[config.mk]
export PLATFORM = sky130hd
export DESIGN_NAME = rx_front_top
export DESIGN_NICKNAME = d
export VERILOG_FILES = /design/src/source/rx_pkg.sv /design/src/source/adc_capture.sv /design/src/source/fs4_downconverter.sv /design/src/source/iq_decimator.sv /design/src/source/rx_front_top.sv
export SDC_FILE = /design/constraint.sdc
export NUM_CORES = 1
export LEC_CHECK = 0
export ABC_AREA = 1
export BUFFER_PORTS_ARGS = -buffer_cell sky130_fd_sc_hd__buf_2
export CORE_ASPECT_RATIO = 0.9
export CORE_MARGIN = 1
export CORE_UTILIZATION = 54
export CTS_BUF_LIST = sky130_fd_sc_hd__clkbuf_16
export DETAILED_ROUTE_END_ITERATION = 8
export MAX_ROUTING_LAYER = met4
export PLACE_DENSITY_LB_ADDON = 0.12
export SLEW_MARGIN = 20
export SYNTH_ARGS = -nofsm -noshare
export SYNTH_HDL_FRONTEND = slang
export SYNTH_HIERARCHICAL = 1
export SYNTH_SLANG_ARGS = --single-unit
[constraint.sdc]
create_clock -name adc_clk -period 4.45 [get_ports adc_clk]
set_clock_uncertainty 0.2 [all_clocks]
set_input_delay 0.6675 -clock adc_clk [delete_from_list [all_inputs] [get_ports adc_clk]]
set_output_delay 0.6675 -clock adc_clk [all_outputs]
set_load 0.01 [all_outputs]
[src/source/rx_pkg.sv]
// receive-path widths and types; assumes a 14-bit ADC on a 16-pad bus, single adc_clk domain
`default_nettype none

package rx_pkg;

	// ========================================================================
	// widths
	// ========================================================================

	localparam int ADC_PHYS_WIDTH = 14;			// converter bits, no overflow
	localparam int ADC_PAD_WIDTH = 16;			// pad bus as routed on the board
	localparam int IQ_WIDTH = ADC_PHYS_WIDTH + 1;	// signed, one bit wider than adc
	localparam int IQ_HALF_WIDTH = 16;			// one half of the packed word
	localparam int DEC_WIDTH = 16;				// decimation factor bits

	// overflow pin of the converter sits on pad 14
	localparam int OVF_PAD = 14;

	// ========================================================================
	// vector types
	// ========================================================================

	typedef logic [ADC_PAD_WIDTH-1:0] adc_pad_t;		// raw pads, scrambled order
	typedef logic [ADC_PHYS_WIDTH-1:0] adc_word_t;		// unsigned sample
	typedef logic signed [IQ_WIDTH-1:0] iq_sample_t;	// signed i or q
	typedef logic signed [IQ_WIDTH-1:0] dc_sub_t;		// signed dc offset
	typedef logic [2*IQ_HALF_WIDTH-1:0] iq_word_t;		// {i, q} packed
	typedef logic [DEC_WIDTH-1:0] dec_fact_t;			// 0 behaves as 1

	// ========================================================================
	// fs/4 mixing phases, cyclic order
	// ========================================================================

	// cos/sin at quarter rate only take the values 1, 0, -1, 0
	typedef enum logic [1:0]
	{
		PH_I_POS = 2'd0,	// i = +x
		PH_Q_POS = 2'd1,	// q = +x
		PH_I_NEG = 2'd2,	// i = -x
		PH_Q_NEG = 2'd3		// q = -x
	} fs4_phase_t;

endpackage

`default_nettype wire

[src/source/adc_capture.sv]
// pad capture; pad order fixed by the board routing, pad 1 (clock return) is dropped
`default_nettype none

module adc_capture import rx_pkg::*;
(
	input  logic		adc_clk,
	input  logic		rst_n,			// sync, active low
	input  adc_pad_t	adc_pad,		// straight from the pins
	input  logic		acq_en,			// sequencer acquisition window
	output adc_word_t	sample,			// reordered sample
	output logic		sample_en,		// acq_en aligned with sample
	output logic		adc_ovf_seen	// sticky, reset only
);

	adc_pad_t	pad_q;		// pads, one flop stage
	logic		acq_q;		// window, same stage as pad_q

	// ========================================================================
	// input registers
	// ========================================================================

	always_ff @(posedge adc_clk)
	begin
		pad_q <= adc_pad;	// data path, free running
	end

	always_ff @(posedge adc_clk)
	begin
		if (!rst_n)
			acq_q <= 1'b0;
		else
			acq_q <= acq_en;
	end

	// ========================================================================
	// bit reordering
	// ========================================================================

	// odd bits come from two pads up, even bits straight across
	assign sample = {
		pad_q[15],	// bit 13
		pad_q[12],	// bit 12
		pad_q[13],	// bit 11
		pad_q[10],	// bit 10
		pad_q[11],	// bit 9
		pad_q[8],	// bit 8
		pad_q[9],	// bit 7
		pad_q[6],	// bit 6
		pad_q[7],	// bit 5
		pad_q[4],	// bit 4
		pad_q[5],	// bit 3
		pad_q[2],	// bit 2
		pad_q[3],	// bit 1
		pad_q[0]	// bit 0
	};

	assign sample_en = acq_q;

	// ========================================================================
	// overflow flag
	// ========================================================================

	// overflow outside the window is ignored, adc may be clipping on tx
	always_ff @(posedge adc_clk)
	begin
		if (!rst_n)
			adc_ovf_seen <= 1'b0;
		else if (acq_q && pad_q[OVF_PAD])
			adc_ovf_seen <= 1'b1;		// held until next reset
	end

endmodule

`default_nettype wire

[src/source/fs4_downconverter.sv]
// quarter-rate mixer, no filtering; phase restarts every window, negation wraps at 15 bits
`default_nettype none

module fs4_downconverter import rx_pkg::*;
(
	input  logic		adc_clk,
	input  logic		rst_n,
	input  adc_word_t	sample,		// unsigned adc sample
	input  logic		sample_en,	// level, high during acquisition
	input  dc_sub_t		dc_sub,		// signed offset, static while idle
	output iq_sample_t	data_i,
	output iq_sample_t	data_q,
	output logic		iq_valid	// one per enabled sample
);

	dc_sub_t	dc_sub_q;		// offset, registered once
	iq_sample_t	x;				// sample minus offset
	iq_sample_t	neg_x;
	fs4_phase_t	phase;			// current mixing phase
	fs4_phase_t	phase_nxt;

	// ========================================================================
	// offset removal
	// ========================================================================

	always_ff @(posedge adc_clk)
	begin
		dc_sub_q <= dc_sub;
	end

	// zero-extend, then subtract; both sides are 15 bits so it wraps
	assign x = iq_sample_t'({1'b0, sample}) - dc_sub_q;
	assign neg_x = -x;		// -(-16384) stays -16384

	// ========================================================================
	// phase sequencer
	// ========================================================================

	always_comb
	begin
		case (phase)
			PH_I_POS: phase_nxt = PH_Q_POS;
			PH_Q_POS: phase_nxt = PH_I_NEG;
			PH_I_NEG: phase_nxt = PH_Q_NEG;
			default: phase_nxt = PH_I_POS;
		endcase
	end

	always_ff @(posedge adc_clk)
	begin
		if (!rst_n)
			phase <= PH_I_POS;
		else if (sample_en)
			phase <= phase_nxt;
		else
			phase <= PH_I_POS;	// align to window start
	end

	// ========================================================================
	// mixer outputs
	// ========================================================================

	always_ff @(posedge adc_clk)
	begin
		case (phase)
			PH_I_POS:
			begin
				data_i <= x;
				data_q <= '0;
			end
			PH_Q_POS:
			begin
				data_i <= '0;
				data_q <= x;
			end
			PH_I_NEG:
			begin
				data_i <= neg_x;
				data_q <= '0;
			end
			default:
			begin
				data_i <= '0;
				data_q <= neg_x;	// PH_Q_NEG
			end
		endcase
	end

	always_ff @(posedge adc_clk)
	begin
		if (!rst_n)
			iq_valid <= 1'b0;
		else
			iq_valid <= sample_en;
	end

endmodule

`default_nettype wire

[src/source/iq_decimator.sv]
// i/q packer and decimator; no back-pressure, dec_fact must be static while samples flow
`default_nettype none

module iq_decimator import rx_pkg::*;
(
	input  logic		adc_clk,
	input  logic		rst_n,
	input  iq_sample_t	data_i,
	input  iq_sample_t	data_q,
	input  logic		iq_valid,	// strobe, consumed the same cycle
	input  dec_fact_t	dec_fact,	// keep every nth pair, 0 same as 1
	output iq_word_t	rx_data,	// {i, q}, each sign-extended to 16
	output logic		rx_valid
);

	dec_fact_t	dec_fact_q;
	dec_fact_t	eff_fact;		// factor with 0 mapped to 1
	dec_fact_t	cnt;			// pairs seen since last output
	dec_fact_t	cnt_inc;
	logic		hit;			// this pair goes out

	// ========================================================================
	// factor register
	// ========================================================================

	always_ff @(posedge adc_clk)
	begin
		dec_fact_q <= dec_fact;
	end

	assign eff_fact = (dec_fact_q == '0) ? dec_fact_t'(1) : dec_fact_q;

	// ========================================================================
	// pair counter
	// ========================================================================

	assign cnt_inc = cnt + dec_fact_t'(1);
	// >= so a factor lowered below a carried count still restarts cleanly
	assign hit = iq_valid && (cnt_inc >= eff_fact);

	always_ff @(posedge adc_clk)
	begin
		if (!rst_n)
			cnt <= '0;
		else if (hit)
			cnt <= '0;
		else if (iq_valid)
			cnt <= cnt_inc;		// carries over between windows
	end

	// ========================================================================
	// output word
	// ========================================================================

	always_ff @(posedge adc_clk)
	begin
		if (hit)
			rx_data <= {
				{(IQ_HALF_WIDTH-IQ_WIDTH){data_i[IQ_WIDTH-1]}}, data_i,	// upper half
				{(IQ_HALF_WIDTH-IQ_WIDTH){data_q[IQ_WIDTH-1]}}, data_q	// lower half
			};
	end

	always_ff @(posedge adc_clk)
	begin
		if (!rst_n)
			rx_valid <= 1'b0;
		else
			rx_valid <= hit;	// single cycle
	end

endmodule

`default_nettype wire

[src/source/rx_front_top.sv]
// adc receive front end; pad to rx_valid is 3 cycles, change dc_sub/dec_fact only while idle
`default_nettype none

module rx_front_top import rx_pkg::*;
(
	input  logic		adc_clk,
	input  logic		rst_n,			// sync, active low
	input  adc_pad_t	adc_pad,		// raw adc pads
	input  logic		acq_en,			// acquisition window from sequencer
	input  dc_sub_t		dc_sub,			// dc offset to remove
	input  dec_fact_t	dec_fact,		// output every nth pair
	output iq_word_t	rx_data,		// {i, q}
	output logic		rx_valid,
	output logic		adc_ovf_seen	// sticky overflow
);

	// ========================================================================
	// internal nets
	// ========================================================================

	adc_word_t	sample;			// capture -> mixer
	logic		sample_en;
	iq_sample_t	data_i;			// mixer -> decimator
	iq_sample_t	data_q;
	logic		iq_valid;

	// stage 1, pads in
	adc_capture u_capture
	(
		.adc_clk		(adc_clk),
		.rst_n			(rst_n),
		.adc_pad		(adc_pad),
		.acq_en			(acq_en),
		.sample			(sample),
		.sample_en		(sample_en),
		.adc_ovf_seen	(adc_ovf_seen)
	);

	// stage 2, offset and fs/4 mix
	fs4_downconverter u_dconv
	(
		.adc_clk	(adc_clk),
		.rst_n		(rst_n),
		.sample		(sample),
		.sample_en	(sample_en),
		.dc_sub		(dc_sub),
		.data_i		(data_i),
		.data_q		(data_q),
		.iq_valid	(iq_valid)
	);

	// stage 3, pack and decimate
	iq_decimator u_decim
	(
		.adc_clk	(adc_clk),
		.rst_n		(rst_n),
		.data_i		(data_i),
		.data_q		(data_q),
		.iq_valid	(iq_valid),
		.dec_fact	(dec_fact),
		.rx_data	(rx_data),
		.rx_valid	(rx_valid)
	);

endmodule

`default_nettype wire

==> flow_summary.ini, run 1 <==
[outcome]
outcome = finished, violations left
failed_checks = DRC

[finish]
filler_cell_count = 893
layout-drive-gt1-share_pct = 21.1
fin_cells = 891
areaGrowthSynthToFinish_pct = 16.9
antenna_cells = 0
fin_nets = 836

[power_and_ir_drop]
p_leak_uw = 0.00331
power.density_nw_per_um2 = 426
power.share.clock_pct = 44.5
intPower_uw = 2150
comb_power_share_pct = 11.4
ir_drop_mv = 0.324
switching_share_pct = 25.8
seq_power_share_pct = 44.1
p_sw_uw = 749

[floorplanning]
die_area_sq_um = 11200
fp.dieW_um = 111
core_sq_um = 10400
placementRows = 35
start_util_pct = 56.1
num_io_pins = 84
die_y_um = 101

[route]
firstDrtPassIters = 8
wire_per_inst_um = 11.9
ant_nets = 0
routed_wl_mm = 10.6
drt_iter0_markers = 235
vias = 4363
drc = 11
viasPerCell = 4.90

[synth]
synth_cells = 668
syn-num-nets = 755
yosysWarningCount = 6
synth_top_area_share_pct = 33.7
synth_compound_area_share_pct = 5.86
synth_top_family_by_area = simple AND/OR/NAND/NOR gates
yosys.area.top_type = dfxtp_1
synthTopCellsByArea = dfxtp_1 34%, edfxtp_1 15%, nand2_1 9.9%
syn-cell-area_sq_um = 5830
ys_seq_elements = 128
synthAdderAreaFrac_pct = 8.07
synth_xor_area_share_pct = 2.81
ys_seq_area_share_pct = 49.1
synthSimpleGateAreaFrac_pct = 24.1
synth.avg_cell_area_sq_um = 8.72
synth.area.mux_share_pct = 0.344
synthDistinctLibCells = 43

[sta]
hold_viol = 0
fin_crit_sh_pct = 72.5
setup_tns_ns = 0
holdWs_ns = 0.158
clock.fmax_ghz = 0.310
drv_slew = 0
worst_pin_slew_ns = 0.486
rsz0062_at_grt = false
slew_headroom_pct = 67.6
period_minus_slack_ns = 3.23
setup_viol = 0

[worst_hold_path]
whs_endpoint = u_dconv/dc_sub_q[1]
hold_path_class = primary input to register
whs_path_depth = 1
hp-start = dc_sub[1]

[critical_path]
worstPathRequired_ns = 4.32
crit_path_end_kind = register
ff2ff_path_depth = 16
worstSetupPathType = register to register
regToRegSetupSlack_ns = 1.22
r2r-start = u_decim/cnt[0]
crit_fanout = 30
cp.arrival_ns = 3.09
cp-start-kind = register
rr_endpoint = u_decim/rx_data[4]

[clock_tree]
cts_buffers = 17
cts_setup_buffers = 0
htreeDepth = 4
cts.clk_slew.worst_paths_ns = 0.06
clockRootBuffer = clkbuf_16
cts_buffer_depth = 2
clk-insertion-delay-late_ns = 0.41
cts_tree = done
cts.sinks = 128
cts_resized = 0
ctsHoldBuffers = 0

[grt]
grt_antenna_before_repair = 0
overflow = 0
grt_max_degree = 31
track_usage_pct = 21.0
grt_first_pass_wirelength_mm = 18.0
grt_pass1_vias = 4125

[placed_design]
hpwl_mm = 8.10
gp_congestion = 0.854
numPortBuffers = 82
dp.cells = 859

[run]
cap_violations = 0
==> cells in the final DEF (no fill, tap or decap), drive strengths merged <==
cell	count
nand2	167
inv	111
dfxtp	98
buf	83
nor2	58
nand3	43
ha	36
edfxtp	30
a21oi	19
o22ai	18
clkbuf	17
o21ai	16
nand4	15
xor2	11
clkinv	8
xnor2	6
nor3	6
clkinvlp	4
nand3b	3
o21bai	3
and2	2
nor4	2
mux2i	2
bufinv	1
fa	1
a31o	1
a21o	1
==> synthesized netlist by cell type, drive strengths merged <==
library cell,number
nand3,43
inv,106
o21ai,16
xnor2,6
o22ai,18
mux2i,2
clkinv,3
dfxtp,98
nand2,167
xor2,11
buf,20
nor4,2
ha,36
edfxtp,30
nand4,15
clkbuf,1
fa,1
and2,2
nand3b,3
o21bai,3
a21oi,19
nor3,6
a21o,1
nor2,58
a31o,1
==> metrics by stage <==
step / cell area, sq um / power (uW) / setup WS (ns) / utilization [%]
2_1_floorplan: 5830 / 1560 / 1.48 / -
3_3_place_gp: 6250 / 1620 / 1.35 / 60.2
3_5_place_dp: 6250 / 1630 / 1.32 / 60.2
4_1_cts: 6810 / 2930 / 1.29 / 65.6
5_1_grt: 6810 / 3040 / 0.973 / 65.6
6_report: 6810 / 2900 / 1.22 / 65.6
==> power groups by stage <==
stage | Sequential [uW] | Combinational [uW] | Clock (uW)
after floorplan | 1300 | 262 | 0
after global routing | 1290 | 377 | 1370
final | 1280 | 331 | 1290
after detailed placement | 1300 | 327 | 0
after global placement | 1300 | 317 | 0
after CTS | 1280 | 330 | 1320
==> logic make-up after synthesis <==
logic type	after synthesis
XOR/XNOR	17
AND/OR/NAND/NOR	296
buffers and inverters	130
AO/OA/AOI/OAI	58
adder cells (fa/ha/maj)	37
flip-flops	128
multiplexers	2
==> worst max-delay path, cell delays in order, from the launching register on <==
cell	delay [ns]
dfxtp_1	0.42
ha_1	0.20
nand2_1	0.13
nor3_2	0.21
nand3_1	0.10
nand2_1	0.07
nand2_1	0.09
ha_1	0.31
nand4_1	0.11
nor2_1	0.27
nand2_1	0.09
inv_1	0.06
nand2_1	0.06
nand2_1	0.07
nand2_2	0.07
inv_1	0.08
buf_4	0.34
==> sequential cells by signal, indices dropped and copies added (netlist names) <==
signal and cells:
u_capture/adc_ovf_seen 1, u_capture/pad_q 15, u_capture/sample_en 1, u_dconv/data_i 15
u_dconv/data_q 15, u_dconv/dc_sub_q 15, u_dconv/iq_valid 1, u_dconv/phase 2
u_decim/cnt 16, u_decim/dec_fact_q 16, u_decim/rx_data 30, u_decim/rx_valid 1
==> cell type report <==
type	instances	area (sq um)	share of cell area [%]
timing repair buffer	83	418	6.14
tap	129	161	2.37
multi-input combinational	410	2400	35.2
inverter	109	409	6.01
sequential	128	2860	42.0
clock inverter	15	135	1.98
clock buffer	17	425	6.25
==> routing by layer <==
metal	share of wire (%)	vias to the layer above	global-route usage [%]
li1	-	2296	-
met1	52	1940	27.3
met4	0.76	0	7.17
met2	42	119	31.6
met5	0	-	-
met3	5.5	8	6.07
==> worst max path at each step <==
stage,startpoint,to,slack (ns),cells past startpoint
floorplan,u_decim/cnt[0],u_decim/rx_data[0],1.48,16
global placement,u_decim/cnt[0],u_decim/rx_data[20],1.35,16
detailed placement,u_decim/cnt[0],u_decim/rx_data[20],1.32,16
CTS,u_decim/cnt[0],u_decim/rx_data[4],1.29,16
global route,u_decim/cnt[0],u_decim/rx_data[20],0.97,16
finish,u_decim/cnt[0],u_decim/rx_data[4],1.22,16
(Power assumes the default switching activity.)
==> run 2: changes to the inputs <==
- ABC_AREA: 1 -> 0
- clock period: 4.45 -> 3.1 ns (I/O delays scaled with it)
==> run 2 against run 1 <==
The run now ends clean. Power rose by 51%. Final area rose by 9.8%. Via count fell by 1.9%. First-iteration DRC count fell by 23%. Wire length rose by 14%. Register-to-register slack got worse by 1.1 ns. Sequential power rose by 43%. Largest power group unchanged.
==> flow_summary.ini, run 2 <==
[synth]
yosysMostFrequentCell = dfxtp_1
yosysWarningCount = 6
synthDistinctLibCells = 63
ys_seq_elements = 128
synth_async_sr_flop_share_pct = 0
synth-main-ff-cell = dfxtp_1
syn-num-nets = 623
synthTopCellsByArea = dfxtp_1 34%, edfxtp_1 16%, ha_1 7.9%
ys_seq_area_share_pct = 50.2
synth.avg_cell_area_sq_um = 10.6
synth_edf_count = 30
synth_commonest_cells = 98 x dfxtp_1, 38 x inv_1, 38 x nand2_1
synth_top_area_share_pct = 34.4
syn-cell-area_sq_um = 5700
yosys.area.top_type = dfxtp_1
synth_cells = 536

[outcome]
outcome = completed

[floorplanning]
num_io_pins = 84
die_y_um = 99.5
die_area_sq_um = 11000
start_util_pct = 55.6
core_sq_um = 10200
placementRows = 35
fp.dieW_um = 110

[sta]
timing.final.ws_setup_ns = 0.117
worst_pin_slew_ns = 0.689
rsz0062_at_grt = true
slew_headroom_pct = 54.0
setup_viol = 0
setup_tns_ns = 0
clock.fmax_ghz = 0.335
hold_viol = 0
drv_slew = 0
fin_crit_sh_pct = 96.2
period_minus_slack_ns = 2.98

[finish]
areaGrowthSynthToFinish_pct = 31.2
antenna_cells = 0
fin_nets = 765
reg_top3 = u_decim/rx_data: 30 flops, u_decim/cnt: 16 flops, u_decim/dec_fact_q: 16 flops
largest_reg_flops = 30
final_common_cell = dfxtp_1
mostFrequentLayoutCells = 95 x dfxtp_1, 82 x buf_2, 46 x dlygate4sd3_1
regMostFlops = u_decim/rx_data
layout-drive-gt1-share_pct = 28.5

[worst_hold_path]
hp-start = acq_en
hold_path_class = primary input to register

[clock_tree]
clk-insertion-delay-late_ns = 0.41
cts_tree = done
clockRootBuffer = clkbuf_16
cts_buffers = 17
cts_buffer_depth = 2
cts.sinks = 128
cts.clk_slew.worst_paths_ns = 0.06
htreeDepth = 4

[critical_path]
worstSetupPathType = register to register
crit_path_end_kind = register
cp-start-kind = register
r2r-start = u_dconv/dc_sub_q[2]
cp.arrival_ns = 3.08
cp-startpoint = u_dconv/dc_sub_q[2]
crit_fanout = 4
worstPathRequired_ns = 3.19

[route]
firstDrtPassIters = 4
routed_wl_mm = 12.0
wire_per_inst_um = 14.6
viasPerCell = 5.22
drt_iter0_markers = 181
vias = 4280
ant_nets = 0
drc = 0

[power_and_ir_drop]
seq_power_share_pct = 41.9
intPower_uw = 3260
p_sw_uw = 1110
ir_drop_mv = 0.426
power.share.clock_pct = 45.7
power.density_nw_per_um2 = 585
switching_share_pct = 25.3
p_leak_uw = 0.00319
comb_power_share_pct = 12.4

[placed_design]
gp_congestion = 0.849
hpwl_mm = 7.87
place_ws_ns = -0.0385
numPortBuffers = 82

[grt]
grt_max_degree = 30
track_usage_pct = 24.2
grt_antenna_before_repair = 0
grt_first_pass_wirelength_mm = 19.5
grt_pass1_vias = 4184
overflow = 0

[run]
cap_violations = 0
[run 2: cell types whose count changed in the layout (fill, tap and decap cells not counted), sizes merged, moves of 16 or more]
| cell | previous run | this run |
|---|---|---|
| a22o | 0 | 23 |
| a211oi | 0 | 18 |
| nand2 | 167 | 38 |
| nor2 | 58 | 34 |
| inv | 111 | 48 |
| o22ai | 18 | 1 |
| nand3 | 43 | 16 |
| buf | 83 | 110 |
| xnor2 | 6 | 22 |
| dlygate4sd3 | 0 | 46 |
| xor2 | 11 | 27 |
[run 2: critical path: stages (launching register included)]
cell      delay [ns]
dfxtp_1         0.32
inv_1           0.04
ha_1            0.33
nor2b_4         0.16
o311ai_4        0.23
a21oi_1         0.15
or3_1           0.36
a2111o_1        0.48
nor4_2          0.27
xnor2_1         0.12
a22o_1          0.20
[run 2: logic make-up after synthesis]
family                   synth area share, %
multiplexers                           0.176
AND/OR/NAND/NOR                         13.6
AO/OA/AOI/OAI                           13.1
adder cells (fa/ha/maj)                 8.25
buffers and inverters                   6.67
flip-flops                              50.2
XOR/XNOR                                7.92
[run 2: cell type report]
| class | count | area [sq um] |
|---|---|---|
| flip-flops and latches | 128 | 2870 |
| fillers | 750 | 2770 |
| multi-input cells | 336 | 2610 |
| repair buffers | 156 | 1090 |
| clock buffers | 17 | 425 |
| clock inverters | 15 | 171 |
| well taps | 129 | 161 |
| inverters | 39 | 146 |
[run 2: per-layer routing]
metal  vias up  wire (um)  global-route usage [%]
li1       2163          -                       -
met1      2002       5500                    30.5
met2       100       5830                    38.1
met3        15        514                    5.11
met4         0        151                    9.01
met5         -          0                       -
[run 2: timing repair]
item,4_1_cts,5_1_grt
setup buffers,0,2
hold endpoints to repair,46,0
gates resized for setup,1,30
setup endpoints to repair,30,53
hold buffers,46,0
pin swaps,0,7
cloned,1,2
[run 2: stage by stage]
stage	total power (uW)	utilization (%)	instances	hold slack, ns	cell area, sq um
floorplan	2220	-	536	0.186	5740
global placement	2330	61.2	737	0.187	6270
detailed placement	2350	61.2	737	0.189	6270
CTS	4390	71.6	816	0.0420	7340
global route	4550	73.0	820	0.0422	7480
finish	4370	73.0	820	0.0522	7480
[run 2: path summary, 6_finish.rpt]
| check | slack, ns | depth (start not counted) | endpoint |
|---|---|---|---|
| setup / recovery | 0.12 | 10 | u_dconv/data_q[13] |
| hold / removal | 0.05 | 2 | u_capture/sample_en |
| hold reg to reg | 0.20 | 0 | u_decim/rx_data[24] |
| setup reg to reg | 0.12 | 10 | u_dconv/data_q[13] |
[run 2: power groups by stage]
stage / registers (uW) / clock network [uW] / logic, uW
global placement: 1860 / 0 / 463
CTS: 1830 / 2030 / 529
floorplan: 1860 / 0 / 364
global route: 1840 / 2120 / 595
finish: 1830 / 2000 / 543
detailed placement: 1870 / 0 / 478
==> run 3: changes to the inputs <==
- clock period: 3.1 -> 2.8 ns (I/O delays scaled with it)
==> run 3 against run 2 <==
The run now ends with setup timing left. Wire length increased by 14%. Core utilization grew 6.8 points. Clock-buffer cell count unchanged. Critical endpoint is now u_decim/rx_data[22]. Highest routed layer unchanged.
==> flow_summary.ini, run 3 (same netlist as run 2, synthesis figures left out) <==
[outcome]
outcome = finished, violations left
failed_checks = setup timing

[finish]
largest_reg_flops = 30
mostFrequentLayoutCells = 93 x dfxtp_1, 82 x buf_2, 80 x buf_4
final_common_cell = dfxtp_1
fin_util_pct = 79.8
antenna_cells = 0
fin_nets = 826
areaGrowthSynthToFinish_pct = 43.4
reg_top3 = u_decim/rx_data: 30 flops, u_decim/cnt: 16 flops, u_decim/dec_fact_q: 16 flops
fin_cells = 881
layout-drive-gt1-share_pct = 37.6
regMostFlops = u_decim/rx_data
filler_cell_count = 615

[route]
routed_wl_mm = 13.6
drt_iter0_markers = 203
viasPerCell = 5.30
firstDrtPassIters = 5
drc = 0
vias = 4672
ant_nets = 0
wire_per_inst_um = 15.5

[floorplanning]
core_sq_um = 10200
num_io_pins = 84
fp.dieW_um = 110
start_util_pct = 55.6
die_area_sq_um = 11000
die_y_um = 99.5
placementRows = 35

[sta]
rsz0062_at_grt = true
setup_viol = 59
clock.fmax_ghz = 0.329
worst_pin_slew_ns = 0.813
timing.final.ws_setup_ns = -0.241
setup_tns_ns = -10.25
drv_slew = 0
fin_crit_sh_pct = 109
hold_viol = 0
holdWs_ns = 0.0899
slew_headroom_pct = 45.7
period_minus_slack_ns = 3.04

[critical_path]
worstSetupPathType = register to register
crit_path_end_kind = register
regToRegSetupSlack_ns = -0.24
r2r-start = u_decim/cnt[0]
cp-start-kind = register
cp.arrival_ns = 2.98
worstPathRequired_ns = 2.73
crit_fanout = 6
rr_endpoint = u_decim/rx_data[22]
ff2ff_path_depth = 13

[power_and_ir_drop]
ir_drop_mv = 0.502
p_leak_uw = 0.00355
power.density_nw_per_um2 = 592

[clock_tree]
clk-insertion-delay-late_ns = 0.42
cts_tree = done
htreeDepth = 4
cts.clk_slew.worst_paths_ns = 0.06
clockRootBuffer = clkbuf_16
cts.sinks = 128
cts_buffers = 17
cts_buffer_depth = 2

[placed_design]
numPortBuffers = 82
hpwl_mm = 8.34
gp_congestion = 0.837
place_ws_ns = -0.267
dp.cells = 781

[worst_hold_path]
hold_path_class = primary input to register
whs_endpoint = u_capture/sample_en
whs_path_depth = 2
hp-start = rst_n

[grt]
track_usage_pct = 25.6
grt_pass1_vias = 4477
grt_antenna_before_repair = 0
grt_max_degree = 29
grt_first_pass_wirelength_mm = 20.7
overflow = 0

[run]
cap_violations = 0
-- run 3: worst max-delay path by stage --
stage / from / end / slack (ns)
2_1_floorplan: u_decim/cnt[0] / u_decim/rx_data[0] / -0.26
3_3_place_gp: u_decim/cnt[1] / u_decim/rx_data[21] / -0.19
3_5_place_dp: u_decim/cnt[1] / u_decim/rx_data[1] / -0.27
4_1_cts: u_capture/pad_q[0] / u_dconv/data_i[14] / -0.18
5_1_grt: u_decim/cnt[3] / u_decim/rx_data[26] / -0.37
6_report: u_decim/cnt[0] / u_decim/rx_data[22] / -0.24
-- run 3: final cells by class --
type	instances	area, sq um	share of cell area [%]
clock inverter	15	126	1.55
tap	129	161	1.97
timing repair buffer	220	1660	20.3
clock buffer	17	425	5.20
sequential	128	2870	35.1
inverter	39	146	1.79
multi-input combinational	333	2780	34.0
-- run 3: critical path: stages (launching register included) --
cell and delay, ns:
dfxtp_4 0.36, ha_4 0.15, and3_4 0.17, buf_4 0.14, and3_4 0.18, xor2_1 0.15, ha_1 0.29, nand2_2 0.08
nor3_4 0.21, a21oi_2 0.07, buf_4 0.15, o21ai_4 0.16, and2_4 0.27, clkbuf_16 0.18
-- run 3: routing by layer --
metal  track usage (%)  up-vias  routed length, um  share of wire, %
li1                  -     2282                  -                 -
met1              31.5     2207               5950                44
met2              39.5      153               6740                49
met3              7.67       30                708               5.2
met4              9.72        0                230               1.7
met5                 -        -                  0                 0
-- run 3: per-stage QoR --
step           total power, uW  cell area, sq um
2_1_floorplan             2480              5810
3_3_place_gp              2670              6680
3_5_place_dp              2700              6680
4_1_cts                   4810              7910
5_1_grt                   5010              8180
6_report                  4840              8180
-- run 3: repair_timing --
item | CTS | global route
hold buffers | 47 | 0
endpoints found under the setup margin | 59 | 63
buffers inserted | 10 | 9
gates resized for setup | 36 | 33
cloned | 0 | 4
pin swaps | 18 | 27
endpoints found under the hold margin | 47 | 0
-- run 3: power by group --
part           internal [uW]  total, uW  leakage [uW]  switching (uW)
clock                   1210       2040      0.000263             830
sequential              1990       2030       0.00109            35.2
combinational            384        767       0.00220             384
